$ cat config.mk
export PLATFORM = sky130hd
export DESIGN_NAME = nibble_core
export DESIGN_NICKNAME = d
export VERILOG_FILES = /design/src/verilog/rv_nibble_pkg.sv /design/src/verilog/nibble_core.sv /design/src/verilog/control_fsm.sv /design/src/verilog/apb_mem_port.sv /design/src/verilog/reg_file.sv /design/src/verilog/nibble_alu.sv /design/src/verilog/instr_decoder.sv
export SDC_FILE = /design/constraint.sdc
export NUM_CORES = 2
export LEC_CHECK = 0
export BUFFER_PORTS_ARGS = -buffer_cell sky130_fd_sc_hd__buf_2
export CAP_MARGIN = 15
export CORE_ASPECT_RATIO = 0.9
export CORE_UTILIZATION = 24
export CTS_BUF_LIST = sky130_fd_sc_hd__clkbuf_2 sky130_fd_sc_hd__clkbuf_4 sky130_fd_sc_hd__clkbuf_8
export CTS_CLUSTER_SIZE = 24
export DETAILED_ROUTE_END_ITERATION = 10
export PLACE_DENSITY = 0.48
export SETUP_SLACK_MARGIN = 0.02
export SLEW_MARGIN = 20
export SYNTH_ARGS = -nofsm -noshare
export SYNTH_HDL_FRONTEND = slang
export SYNTH_HIERARCHICAL = 1
export SYNTH_SLANG_ARGS = --single-unit
$ cat constraint.sdc
create_clock -name clk -period 15.5 [get_ports clk]
set_input_delay 3.1 -clock clk [delete_from_list [all_inputs] [get_ports clk]]
set_output_delay 3.1 -clock clk [all_outputs]
set_load 0.005 [all_outputs]
$ cat src/verilog/rv_nibble_pkg.sv
package rv_nibble_pkg;

    localparam int XLEN = 32;  // word width

    typedef enum logic [6:0] {
        op_lui    = 7'b0110111,
        op_auipc  = 7'b0010111,
        op_jal    = 7'b1101111,
        op_jalr   = 7'b1100111,
        op_branch = 7'b1100011,
        op_load   = 7'b0000011,
        op_store  = 7'b0100011,
        op_imm    = 7'b0010011,
        op_reg    = 7'b0110011
    } opcode_e;

    typedef struct packed {
        logic [6:0] funct7;
        logic [4:0] rs2;
        logic [4:0] rs1;
        logic [2:0] funct3;
        logic [4:0] rd;
        opcode_e    opcode;
    } r_fmt_s;

    typedef struct packed {
        logic [11:0] imm;
        logic [4:0]  rs1;
        logic [2:0]  funct3;
        logic [4:0]  rd;
        opcode_e     opcode;
    } i_fmt_s;

    typedef struct packed {
        logic [6:0] imm_hi;  // imm[11:5]
        logic [4:0] rs2;
        logic [4:0] rs1;
        logic [2:0] funct3;
        logic [4:0] imm_lo;  // imm[4:0]
        opcode_e    opcode;
    } s_fmt_s;

    typedef struct packed {
        logic       imm_12;
        logic [5:0] imm_10_5;
        logic [4:0] rs2;
        logic [4:0] rs1;
        logic [2:0] funct3;
        logic [3:0] imm_4_1;
        logic       imm_11;
        opcode_e    opcode;
    } b_fmt_s;

    typedef struct packed {
        logic [19:0] imm;  // imm[31:12]
        logic [4:0]  rd;
        opcode_e     opcode;
    } u_fmt_s;

    typedef struct packed {
        logic       imm_20;
        logic [9:0] imm_10_1;
        logic       imm_11;
        logic [7:0] imm_19_12;
        logic [4:0] rd;
        opcode_e    opcode;
    } j_fmt_s;

    typedef union packed {
        r_fmt_s r;
        i_fmt_s i;
        s_fmt_s s;
        b_fmt_s b;
        u_fmt_s u;
        j_fmt_s j;
    } rv_instr_u;

    typedef enum logic [3:0] {
        alu_add,
        alu_sub,
        alu_and,
        alu_or,
        alu_xor,
        alu_sll,
        alu_srl,
        alu_sra,
        alu_eq,
        alu_lt,
        alu_ltu,
        alu_pass_b
    } alu_op_e;

    typedef enum logic [1:0] {
        wb_alu,
        wb_load,
        wb_pc4
    } wb_sel_e;

    typedef struct packed {
        alu_op_e alu_op;
        logic    src_a_pc;       // pc as operand a
        logic    src_b_imm;      // immediate as operand b
        logic    reg_write;
        wb_sel_e wb_sel;
        logic    is_load;
        logic    is_store;
        logic    is_branch;
        logic    is_jump;
        logic    branch_invert;  // taken on false compare
        logic    illegal;
    } ctrl_s;

    typedef struct packed {
        logic [XLEN-1:0] paddr;
        logic            pwrite;
        logic [XLEN-1:0] pwdata;
    } apb_req_s;

    typedef struct packed {
        logic [XLEN-1:0] prdata;
        logic            pready;
    } apb_rsp_s;

endpackage
$ cat src/verilog/nibble_core.sv
`timescale 1ns/10ps

module nibble_core import rv_nibble_pkg::*; #(
    parameter logic [XLEN-1:0] START_ADDR = 32'h0
) (
    input  logic     clk,
    input  logic     rst_n,
    output logic     psel,
    output logic     penable,
    output apb_req_s apb_out,
    input  apb_rsp_s apb_in,
    output logic     halted
);

    rv_instr_u       instr;
    ctrl_s           ctrl;
    logic [XLEN-1:0] imm;
    logic [XLEN-1:0] rs1_val;
    logic [XLEN-1:0] rs2_val;
    logic            alu_start;
    logic [XLEN-1:0] alu_a;
    logic [XLEN-1:0] alu_b;
    alu_op_e         alu_op;
    logic [XLEN-1:0] alu_result;
    logic            alu_flag;
    logic            alu_done;
    logic            mem_req;
    apb_req_s        mem_cmd;
    logic [XLEN-1:0] mem_rdata;
    logic            mem_done;
    logic            rd_we;
    logic [XLEN-1:0] rd_wdata;

    control_fsm #(.START_ADDR(START_ADDR)) i_control_fsm (
        .clk(clk), .rst_n(rst_n), .ctrl(ctrl), .imm(imm),
        .rs1_val(rs1_val), .rs2_val(rs2_val), .instr(instr),
        .alu_start(alu_start), .alu_a(alu_a), .alu_b(alu_b), .alu_op(alu_op),
        .alu_result(alu_result), .alu_flag(alu_flag), .alu_done(alu_done),
        .mem_req(mem_req), .mem_cmd(mem_cmd), .mem_rdata(mem_rdata), .mem_done(mem_done),
        .rd_we(rd_we), .rd_wdata(rd_wdata), .halted(halted)
    );

    instr_decoder i_instr_decoder (.instr(instr), .ctrl(ctrl), .imm(imm));

    nibble_alu i_nibble_alu (
        .clk(clk), .rst_n(rst_n), .start(alu_start), .op(alu_op), .a(alu_a), .b(alu_b),
        .result(alu_result), .flag(alu_flag), .done(alu_done)
    );

    reg_file i_reg_file (
        .clk(clk), .rst_n(rst_n),
        .rs1_addr(instr.r.rs1), .rs2_addr(instr.r.rs2), .rd_addr(instr.r.rd),  // fixed spots
        .rd_we(rd_we), .rd_wdata(rd_wdata), .rs1_val(rs1_val), .rs2_val(rs2_val)
    );

    apb_mem_port i_apb_mem_port (
        .clk(clk), .rst_n(rst_n), .req(mem_req), .cmd(mem_cmd),
        .rdata(mem_rdata), .done(mem_done), .psel(psel), .penable(penable),
        .apb_out(apb_out), .apb_in(apb_in)
    );

endmodule

$ cat src/verilog/control_fsm.sv
`timescale 1ns/10ps

module control_fsm import rv_nibble_pkg::*; #(
    parameter logic [XLEN-1:0] START_ADDR = 32'h0
) (
    input  logic            clk,
    input  logic            rst_n,
    input  ctrl_s           ctrl,
    input  logic [XLEN-1:0] imm,
    input  logic [XLEN-1:0] rs1_val,
    input  logic [XLEN-1:0] rs2_val,
    output rv_instr_u       instr,
    output logic            alu_start,
    output logic [XLEN-1:0] alu_a,
    output logic [XLEN-1:0] alu_b,
    output alu_op_e         alu_op,
    input  logic [XLEN-1:0] alu_result,
    input  logic            alu_flag,
    input  logic            alu_done,
    output logic            mem_req,
    output apb_req_s        mem_cmd,
    input  logic [XLEN-1:0] mem_rdata,
    input  logic            mem_done,
    output logic            rd_we,
    output logic [XLEN-1:0] rd_wdata,
    output logic            halted
);

    typedef enum logic [2:0] {
        st_fetch,
        st_decode,
        st_execute,
        st_memory,
        st_writeback,
        st_error
    } state_e;

    state_e          state;
    logic [XLEN-1:0] pc;
    rv_instr_u       ir;
    logic [XLEN-1:0] res;        // alu result, address or jump target
    logic            taken;      // compare after invert
    logic [XLEN-1:0] load_data;
    logic [XLEN-1:0] pc_plus4;
    logic [XLEN-1:0] pc_branch;  // own target adder

    assign instr     = ir;
    assign pc_plus4  = pc + 32'd4;
    assign pc_branch = pc + imm;
    assign alu_op    = ctrl.alu_op;
    assign alu_a     = ctrl.src_a_pc ? pc : rs1_val;
    assign alu_b     = ctrl.src_b_imm ? imm : rs2_val;
    assign alu_start = (state == st_decode) && !ctrl.illegal;  // one pulse per instr
    assign halted    = (state == st_error);
    assign mem_req   = (state == st_fetch) || (state == st_memory);
    assign rd_we     = (state == st_writeback) && ctrl.reg_write;

    always_comb begin
        mem_cmd       = '0;
        mem_cmd.paddr = pc;                            // fetch read
        if (state == st_memory) begin
            mem_cmd.paddr  = res;                      // lw/sw address from alu
            mem_cmd.pwrite = ctrl.is_store;
            mem_cmd.pwdata = rs2_val;
        end
    end

    always_comb begin
        case (ctrl.wb_sel)
            wb_load: rd_wdata = load_data;
            wb_pc4:  rd_wdata = pc_plus4;              // jal, jalr link
            default: rd_wdata = res;
        endcase
    end

    always_ff @(posedge clk) begin
        if (!rst_n) begin
            state <= st_fetch;
            pc    <= START_ADDR;
        end else begin
            case (state)
                st_fetch: begin
                    if (mem_done)
                        state <= st_decode;
                end
                st_decode: state <= ctrl.illegal ? st_error : st_execute;
                st_execute: begin
                    if (alu_done)
                        state <= (ctrl.is_load || ctrl.is_store) ? st_memory : st_writeback;
                end
                st_memory: begin
                    if (mem_done)
                        state <= st_writeback;
                end
                st_writeback: begin
                    state <= st_fetch;
                    if (ctrl.is_jump)
                        pc <= {res[XLEN-1:1], 1'b0};   // jalr clears bit 0
                    else if (ctrl.is_branch && taken)
                        pc <= pc_branch;
                    else
                        pc <= pc_plus4;
                end
                default: state <= st_error;            // stuck until reset
            endcase
        end
    end

    always_ff @(posedge clk) begin
        if (state == st_fetch && mem_done)
            ir <= mem_rdata;
        if (state == st_execute && alu_done) begin
            res   <= alu_result;
            taken <= alu_flag ^ ctrl.branch_invert;
        end
        if (state == st_memory && mem_done)
            load_data <= mem_rdata;
    end

endmodule

$ cat src/verilog/apb_mem_port.sv
`timescale 1ns/10ps

module apb_mem_port import rv_nibble_pkg::*; (
    input  logic            clk,
    input  logic            rst_n,
    input  logic            req,      // held until done
    input  apb_req_s        cmd,
    output logic [XLEN-1:0] rdata,
    output logic            done,
    output logic            psel,
    output logic            penable,
    output apb_req_s        apb_out,
    input  apb_rsp_s        apb_in
);

    typedef enum logic [1:0] {
        st_idle,
        st_setup,
        st_access
    } state_e;

    state_e   state;
    apb_req_s cmd_q;  // bus copy, steady through wait states

    always_ff @(posedge clk) begin
        if (!rst_n) begin
            state <= st_idle;
            cmd_q <= '0;                               // pwrite low out of reset
        end else begin
            case (state)
                st_idle: begin
                    if (req) begin
                        state <= st_setup;
                        cmd_q <= cmd;
                    end
                end
                st_setup: state <= st_access;
                st_access: begin
                    if (apb_in.pready)
                        state <= st_idle;              // sequencer drops req after done
                end
                default: state <= st_idle;
            endcase
        end
    end

    assign psel    = (state != st_idle);
    assign penable = (state == st_access);
    assign apb_out = cmd_q;
    assign done    = penable && apb_in.pready;     // completing edge
    assign rdata   = apb_in.prdata;

endmodule

$ cat src/verilog/reg_file.sv
`timescale 1ns/10ps

module reg_file import rv_nibble_pkg::*; (
    input  logic            clk,
    input  logic            rst_n,
    input  logic [4:0]      rs1_addr,
    input  logic [4:0]      rs2_addr,
    input  logic [4:0]      rd_addr,
    input  logic            rd_we,
    input  logic [XLEN-1:0] rd_wdata,
    output logic [XLEN-1:0] rs1_val,
    output logic [XLEN-1:0] rs2_val
);

    logic [XLEN-1:0] regs [1:31];  // x0 has no storage

    always_ff @(posedge clk) begin
        if (!rst_n) begin
            for (int i = 1; i < 32; i++)
                regs[i] <= '0;
        end else if (rd_we && (rd_addr != 5'd0)) begin
            regs[rd_addr] <= rd_wdata;                 // writes to x0 dropped
        end
    end

    assign rs1_val = (rs1_addr == 5'd0) ? '0 : regs[rs1_addr];
    assign rs2_val = (rs2_addr == 5'd0) ? '0 : regs[rs2_addr];

endmodule

$ cat src/verilog/nibble_alu.sv
`timescale 1ns/10ps

module nibble_alu import rv_nibble_pkg::*; (
    input  logic            clk,
    input  logic            rst_n,
    input  logic            start,
    input  alu_op_e         op,
    input  logic [XLEN-1:0] a,
    input  logic [XLEN-1:0] b,
    output logic [XLEN-1:0] result,
    output logic            flag,
    output logic            done
);

    logic            busy;    // op in progress
    logic            serial;  // nibble walk, else shift or pass
    logic [2:0]      idx;     // nibble being worked
    logic [4:0]      shamt;   // bits still to shift
    logic            carry;   // carry into this nibble
    logic            zero;    // lower nibbles all zero so far
    logic [XLEN-1:0] acc;     // finished nibbles or shift value
    logic            inv_b;   // subtract form
    logic [3:0]      a_nib;
    logic [3:0]      b_nib;
    logic [3:0]      nib;     // this nibble's result
    logic [4:0]      sum;

    assign inv_b = (op == alu_sub) || (op == alu_eq) || (op == alu_lt) || (op == alu_ltu);
    assign a_nib = a[idx*4 +: 4];                  // operands held stable by caller
    assign b_nib = b[idx*4 +: 4] ^ {4{inv_b}};
    assign sum   = a_nib + b_nib + carry;          // the 4-bit slice

    always_comb begin
        case (op)
            alu_and: nib = a_nib & b_nib;
            alu_or:  nib = a_nib | b_nib;
            alu_xor: nib = a_nib ^ b_nib;
            default: nib = sum[3:0];
        endcase
    end

    // last nibble joins the result in the done cycle
    assign done   = busy && (serial ? (idx == 3'd7) : (shamt == 5'd0));
    assign result = serial ? {nib, acc[27:0]} : acc;

    always_comb begin
        case (op)
            alu_eq:  flag = zero && (sum[3:0] == 4'd0);
            alu_lt:  flag = (a[XLEN-1] != b[XLEN-1]) ? a[XLEN-1] : !sum[4];  // signs decide
            alu_ltu: flag = !sum[4];                                           // borrow out
            default: flag = 1'b0;
        endcase
    end

    always_ff @(posedge clk) begin
        if (!rst_n) begin
            busy   <= 1'b0;
            serial <= 1'b0;
            idx    <= '0;
            shamt  <= '0;
            carry  <= 1'b0;
            zero   <= 1'b1;
        end else if (start) begin
            busy   <= 1'b1;
            serial <= !(op inside {alu_sll, alu_srl, alu_sra, alu_pass_b});
            idx    <= '0;
            shamt  <= (op == alu_pass_b) ? 5'd0 : b[4:0];  // pass done next cycle
            carry  <= inv_b;                               // +1 for two's complement
            zero   <= 1'b1;
        end else if (done) begin
            busy <= 1'b0;
        end else if (busy) begin
            if (serial) begin
                idx   <= idx + 3'd1;
                carry <= sum[4];
                zero  <= zero && (sum[3:0] == 4'd0);
            end else begin
                shamt <= shamt - 5'd1;
            end
        end
    end

    always_ff @(posedge clk) begin
        if (start) begin
            acc <= (op == alu_pass_b) ? b : a;
        end else if (busy && serial) begin
            acc[idx*4 +: 4] <= nib;                        // store finished nibble
        end else if (busy && !done) begin
            case (op)                                      // one bit per cycle
                alu_sll: acc <= {acc[XLEN-2:0], 1'b0};
                alu_srl: acc <= {1'b0, acc[XLEN-1:1]};
                alu_sra: acc <= {acc[XLEN-1], acc[XLEN-1:1]};
                default: acc <= acc;
            endcase
        end
    end

endmodule

$ cat src/verilog/instr_decoder.sv
`timescale 1ns/10ps

module instr_decoder import rv_nibble_pkg::*; (
    input  rv_instr_u       instr,
    output ctrl_s           ctrl,
    output logic [XLEN-1:0] imm
);

    logic [2:0] f3;
    logic       f7_zero;
    logic       f7_alt;   // sub / sra marker
    alu_op_e    rr_op;    // op from funct3, reg and shift-imm forms
    logic       rr_bad;

    assign f3      = instr.r.funct3;
    assign f7_zero = (instr.r.funct7 == 7'b0000000);
    assign f7_alt  = (instr.r.funct7 == 7'b0100000);

    always_comb begin
        rr_op  = alu_add;
        rr_bad = 1'b0;
        case (f3)
            3'b000:  rr_op = f7_alt ? alu_sub : alu_add;
            3'b001:  rr_op = alu_sll;
            3'b100:  rr_op = alu_xor;
            3'b101:  rr_op = f7_alt ? alu_sra : alu_srl;
            3'b110:  rr_op = alu_or;
            3'b111:  rr_op = alu_and;
            default: rr_bad = 1'b1;  // slt, sltu left out
        endcase
        if (!f7_zero && !(f7_alt && (f3 == 3'b000 || f3 == 3'b101)))
            rr_bad = 1'b1;  // bad funct7
    end

    always_comb begin
        ctrl = '0;                                     // add, wb alu, nothing set
        imm  = {{20{instr.i.imm[11]}}, instr.i.imm};  // i-type unless overridden
        case (instr.r.opcode)
            op_lui: begin
                imm            = {instr.u.imm, 12'b0};
                ctrl.alu_op    = alu_pass_b;
                ctrl.src_b_imm = 1'b1;
                ctrl.reg_write = 1'b1;
            end
            op_auipc: begin
                imm            = {instr.u.imm, 12'b0};
                ctrl.src_a_pc  = 1'b1;                 // pc + imm
                ctrl.src_b_imm = 1'b1;
                ctrl.reg_write = 1'b1;
            end
            op_jal: begin
                imm            = {{11{instr.j.imm_20}}, instr.j.imm_20, instr.j.imm_19_12,
                                  instr.j.imm_11, instr.j.imm_10_1, 1'b0};
                ctrl.src_a_pc  = 1'b1;                 // target on the alu
                ctrl.src_b_imm = 1'b1;
                ctrl.reg_write = 1'b1;
                ctrl.wb_sel    = wb_pc4;
                ctrl.is_jump   = 1'b1;
            end
            op_jalr: begin
                ctrl.src_b_imm = 1'b1;                 // rs1 + imm
                ctrl.reg_write = 1'b1;
                ctrl.wb_sel    = wb_pc4;
                ctrl.is_jump   = 1'b1;
                ctrl.illegal   = (f3 != 3'b000);
            end
            op_branch: begin
                imm                = {{19{instr.b.imm_12}}, instr.b.imm_12, instr.b.imm_11,
                                      instr.b.imm_10_5, instr.b.imm_4_1, 1'b0};
                ctrl.is_branch     = 1'b1;
                ctrl.branch_invert = f3[0];            // bne, bge, bgeu
                case (f3[2:1])
                    2'b00:   ctrl.alu_op = alu_eq;
                    2'b10:   ctrl.alu_op = alu_lt;
                    2'b11:   ctrl.alu_op = alu_ltu;
                    default: ctrl.illegal = 1'b1;
                endcase
            end
            op_load: begin
                ctrl.src_b_imm = 1'b1;                 // address rs1 + imm
                ctrl.reg_write = 1'b1;
                ctrl.wb_sel    = wb_load;
                ctrl.is_load   = 1'b1;
                ctrl.illegal   = (f3 != 3'b010);       // lw only
            end
            op_store: begin
                imm            = {{20{instr.s.imm_hi[6]}}, instr.s.imm_hi, instr.s.imm_lo};
                ctrl.src_b_imm = 1'b1;
                ctrl.is_store  = 1'b1;
                ctrl.illegal   = (f3 != 3'b010);       // sw only
            end
            op_imm: begin
                ctrl.src_b_imm = 1'b1;
                ctrl.reg_write = 1'b1;
                if (f3 == 3'b000) begin
                    ctrl.alu_op = alu_add;             // addi
                end else if (f3[1:0] == 2'b01) begin
                    ctrl.alu_op  = rr_op;              // slli, srli, srai
                    ctrl.illegal = rr_bad;
                end else begin
                    ctrl.illegal = 1'b1;
                end
            end
            op_reg: begin
                ctrl.reg_write = 1'b1;
                ctrl.alu_op    = rr_op;
                ctrl.illegal   = rr_bad;
            end
            default: ctrl.illegal = 1'b1;              // unknown opcode
        endcase
    end

endmodule

==> out/metrics.cfg <==
[run_status]
status=finished, final reports clean

[setup_path]
arrival_ns=8.78
cpPeakStageDelay_ns=0.87
crit_type=reg2reg
critPathLaunchType=register
cp_max_fo=91
crit_slowest_cell=a2111oi_1
end_kind=register
critPathRequiredTime_ns=16.20
cp_top_family=buffers and inverters
critPathBufInv=5
crit_chain=buf_4 > buf_4 > buf_12 > mux4_2 > a22o_1 > a2111oi_1 > nor3_1 > mux2_2 > mux4_2 > mux2i_1 > xnor2_1 > inv_1 > fa_1 > inv_1 > fa_1 > a22o_1 > nand2_1 > o221ai_2 > a221o_1

[logic_synthesis]
synth_area_um2=71900
synth_edf_count=1153
synth_top_cell_by_area=edfxtp_1
synth.most_common_cell=edfxtp_1
seq_area_frac_synth=0.513
yosysWarningCount=6
synth-seq-cells=1267
synth_top_area_share=0.481
postSynthCellCount=5695
synth_cell_types=102
yosys-top-cells-area=edfxtp_1 (48%), mux4_2 (12%), and2_1 (9.1%)
synth.avg_cell_area_um2=12.6
synth_common_cells=edfxtp_1 (1153), and2_1 (1046), mux2i_1 (407), clkbuf_1 (385), mux4_2 (372)
synthArstFlopShare=0
synth-main-ff-cell=edfxtp_1

[floorplanning]
ios=103
dieArea_um2=302000
initial_core_util=0.241
die_y_um=521
die_x_um=579
fp-row-count=190
core_um2=298000

[timing]
max_slew.worst_pin.slew_ns=1.36
finalCritPeriodShare=0.521
maxSlewHeadroom=0.0848
rsz0062_at_grt=no
tns_ns=0
whs_ns=0.452
fmax_mhz=124
min_period_ns=8.08
hold_viol_final=0
drv_slew=0
setup_viol=0
skew_ns=0.0575

[placement]
globalplace.congestion=0.964
portBuffers=102
dp_hpwl_um=202000

[pwr]
p_leak_nw=29.4
ir_drop_v=0.0000998
p_per_area_nw_per_um2=105

[clock_network]
clock_path_buffers=3
tritoncts=yes
post-cts-setup-buffers=0
hold_buffers=0
cts_buffers=219
cts_sinks=1267
h-tree-depth=4
ctsResizeCount=0
clock_latency_ns=0.99
cts-root-buf=clkbuf_8
clk_pin_slew_ns=0.07

[detailed_routing]
routed_via_density=5.24
antenna_left=0
vias=51200
dr.pass1.iters=6
drt-initial-drc-count=6937
drc=0
wire_per_inst_um=31.0
drt-total-wl_um=304000

[job]
drv_cap=0

[grt]
overflow=0
grt_pass1_wl_um=412000
antenna_found_initial=42
grt_pass1_vias=48700
track_usage=0.195
grt_max_degree=113

[min_path]
min_path_type=reg2reg

[layout]
fin_util=0.273
nets=5744
area_growth_pct=13.3
drive_gt1_frac=0.229

==> cell families (layout without fill, tap and decap cells) <==
| family | count (synthesis) | after routing | synth area share |
|---|---|---|---|
| xor gates and xnor gates | 54 | 54 | 0.00658 |
| DFF | 1267 | 1267 | 0.513 |
| AOI/OAI and AO/OA | 878 | 878 | 0.0850 |
| other | 1 | 48 | 0.0000521 |
| adders and majority gates | 54 | 54 | 0.00967 |
| muxes | 922 | 922 | 0.196 |
| buffers and inverters | 667 | 770 | 0.0445 |
| and+or+nand+nor | 1852 | 1852 | 0.146 |
==> worst paths after layout <==
kind / depth (start not counted) / slack [ns] / endpoint / startpoint
setup reg to reg: 19 / 7.42 / i_nibble_alu/acc[25]$_DFFE_PP_ / i_control_fsm/instr[20]$_DFFE_PP_
hold / removal: 2 / 0.45 / i_apb_mem_port/apb_out[43]$_SDFFE_PN0P_ / i_apb_mem_port/apb_out[43]$_SDFFE_PN0P_
hold reg to reg: 2 / 0.45 / i_apb_mem_port/apb_out[43]$_SDFFE_PN0P_ / i_apb_mem_port/apb_out[43]$_SDFFE_PN0P_
setup / recovery: 19 / 7.42 / i_nibble_alu/acc[25]$_DFFE_PP_ / i_control_fsm/instr[20]$_DFFE_PP_
==> registers in the layout, summed over array words and instances, names as in the netlist <==
register,count
i_control_fsm/instr,32
i_nibble_alu/serial,1
i_control_fsm/load_data,32
i_nibble_alu/carry,1
i_control_fsm/pc,32
i_apb_mem_port/apb_out,65
i_nibble_alu/idx,3
i_nibble_alu/zero,1
i_apb_mem_port/state,2
i_control_fsm/res,32
i_nibble_alu/busy,1
i_control_fsm/state,3
i_nibble_alu/acc,32
i_control_fsm/taken,1
i_reg_file/regs,1024
i_nibble_alu/shamt,5
==> metal layers <==
metal,global-route usage,routed length (µm),vias to the layer above
li1,-,-,21300
met1,0.274,131000,26600
met2,0.283,128000,2908
met3,0.0566,33600,420
met4,0.0706,10900,18
met5,0,127,-
==> where the power goes <==
group | internal [W] | leakage (nW) | switching, W | total, W
sequential | 0.00384 | 12.6 | 0.000108 | 0.00395
clock | 0.00164 | 2.30 | 0.00152 | 0.00316
combinational | 0.000515 | 14.4 | 0.000918 | 0.00143
==> metrics by stage <==
stage                     power (W)  instance area, µm²  setup slack [ns]  std cells
after floorplan             0.00487               72000              9.02       5726
after global placement      0.00540               77000              6.94       9369
after detailed placement    0.00541               77000              7.40       9371
after CTS                   0.00857               81400              7.28       9765
after global routing        0.00878               81400              7.12       9768
final                       0.00854               81500              7.42       9781
==> tightest hold or removal path, cell delays in order (launching register included) <==
cell     delay (ns)
dfxtp_1        0.30
nand2_1        0.05
mux2i_1        0.05
==> final cells by class <==
type | count | area, µm²
Antenna cell | 16 | 40.0
Clock inverter | 117 | 861
Sequential cell | 1267 | 36900
Fill cell | 30400 | 216000
Inverter | 56 | 210
Multi-Input combinational cell | 3792 | 32800
Tap cell | 3936 | 4920
Clock buffer | 277 | 3500
Timing Repair Buffer | 320 | 2210
==> cell usage in the layout (no fill, tap or decap), types with 24 or more instances in the layout <==
master and n:
xor2_1 24, mux4_2 372, o22ai_1 55, clkinv_1 59
mux2_2 137, edfxtp_1 1153, clkbuf_4 50, a22o_1 58
nor2b_1 72, nor4_1 39, and2_1 1045, nor3_1 48
ha_1 49, clkbuf_8 228, nor2_2 32, a21o_1 42
a2111oi_1 27, conb_1 32, mux2i_1 407, o21ai_4 32
a211oi_1 53, xnor2_1 30, inv_1 55, a22oi_1 137
nor2_1 74, nand2_1 370, clkinv_2 33, o21ai_0 95
dfxtp_1 114, buf_2 101, a21oi_1 144, buf_4 214
nand3_1 41
(Power assumes the default switching activity.)
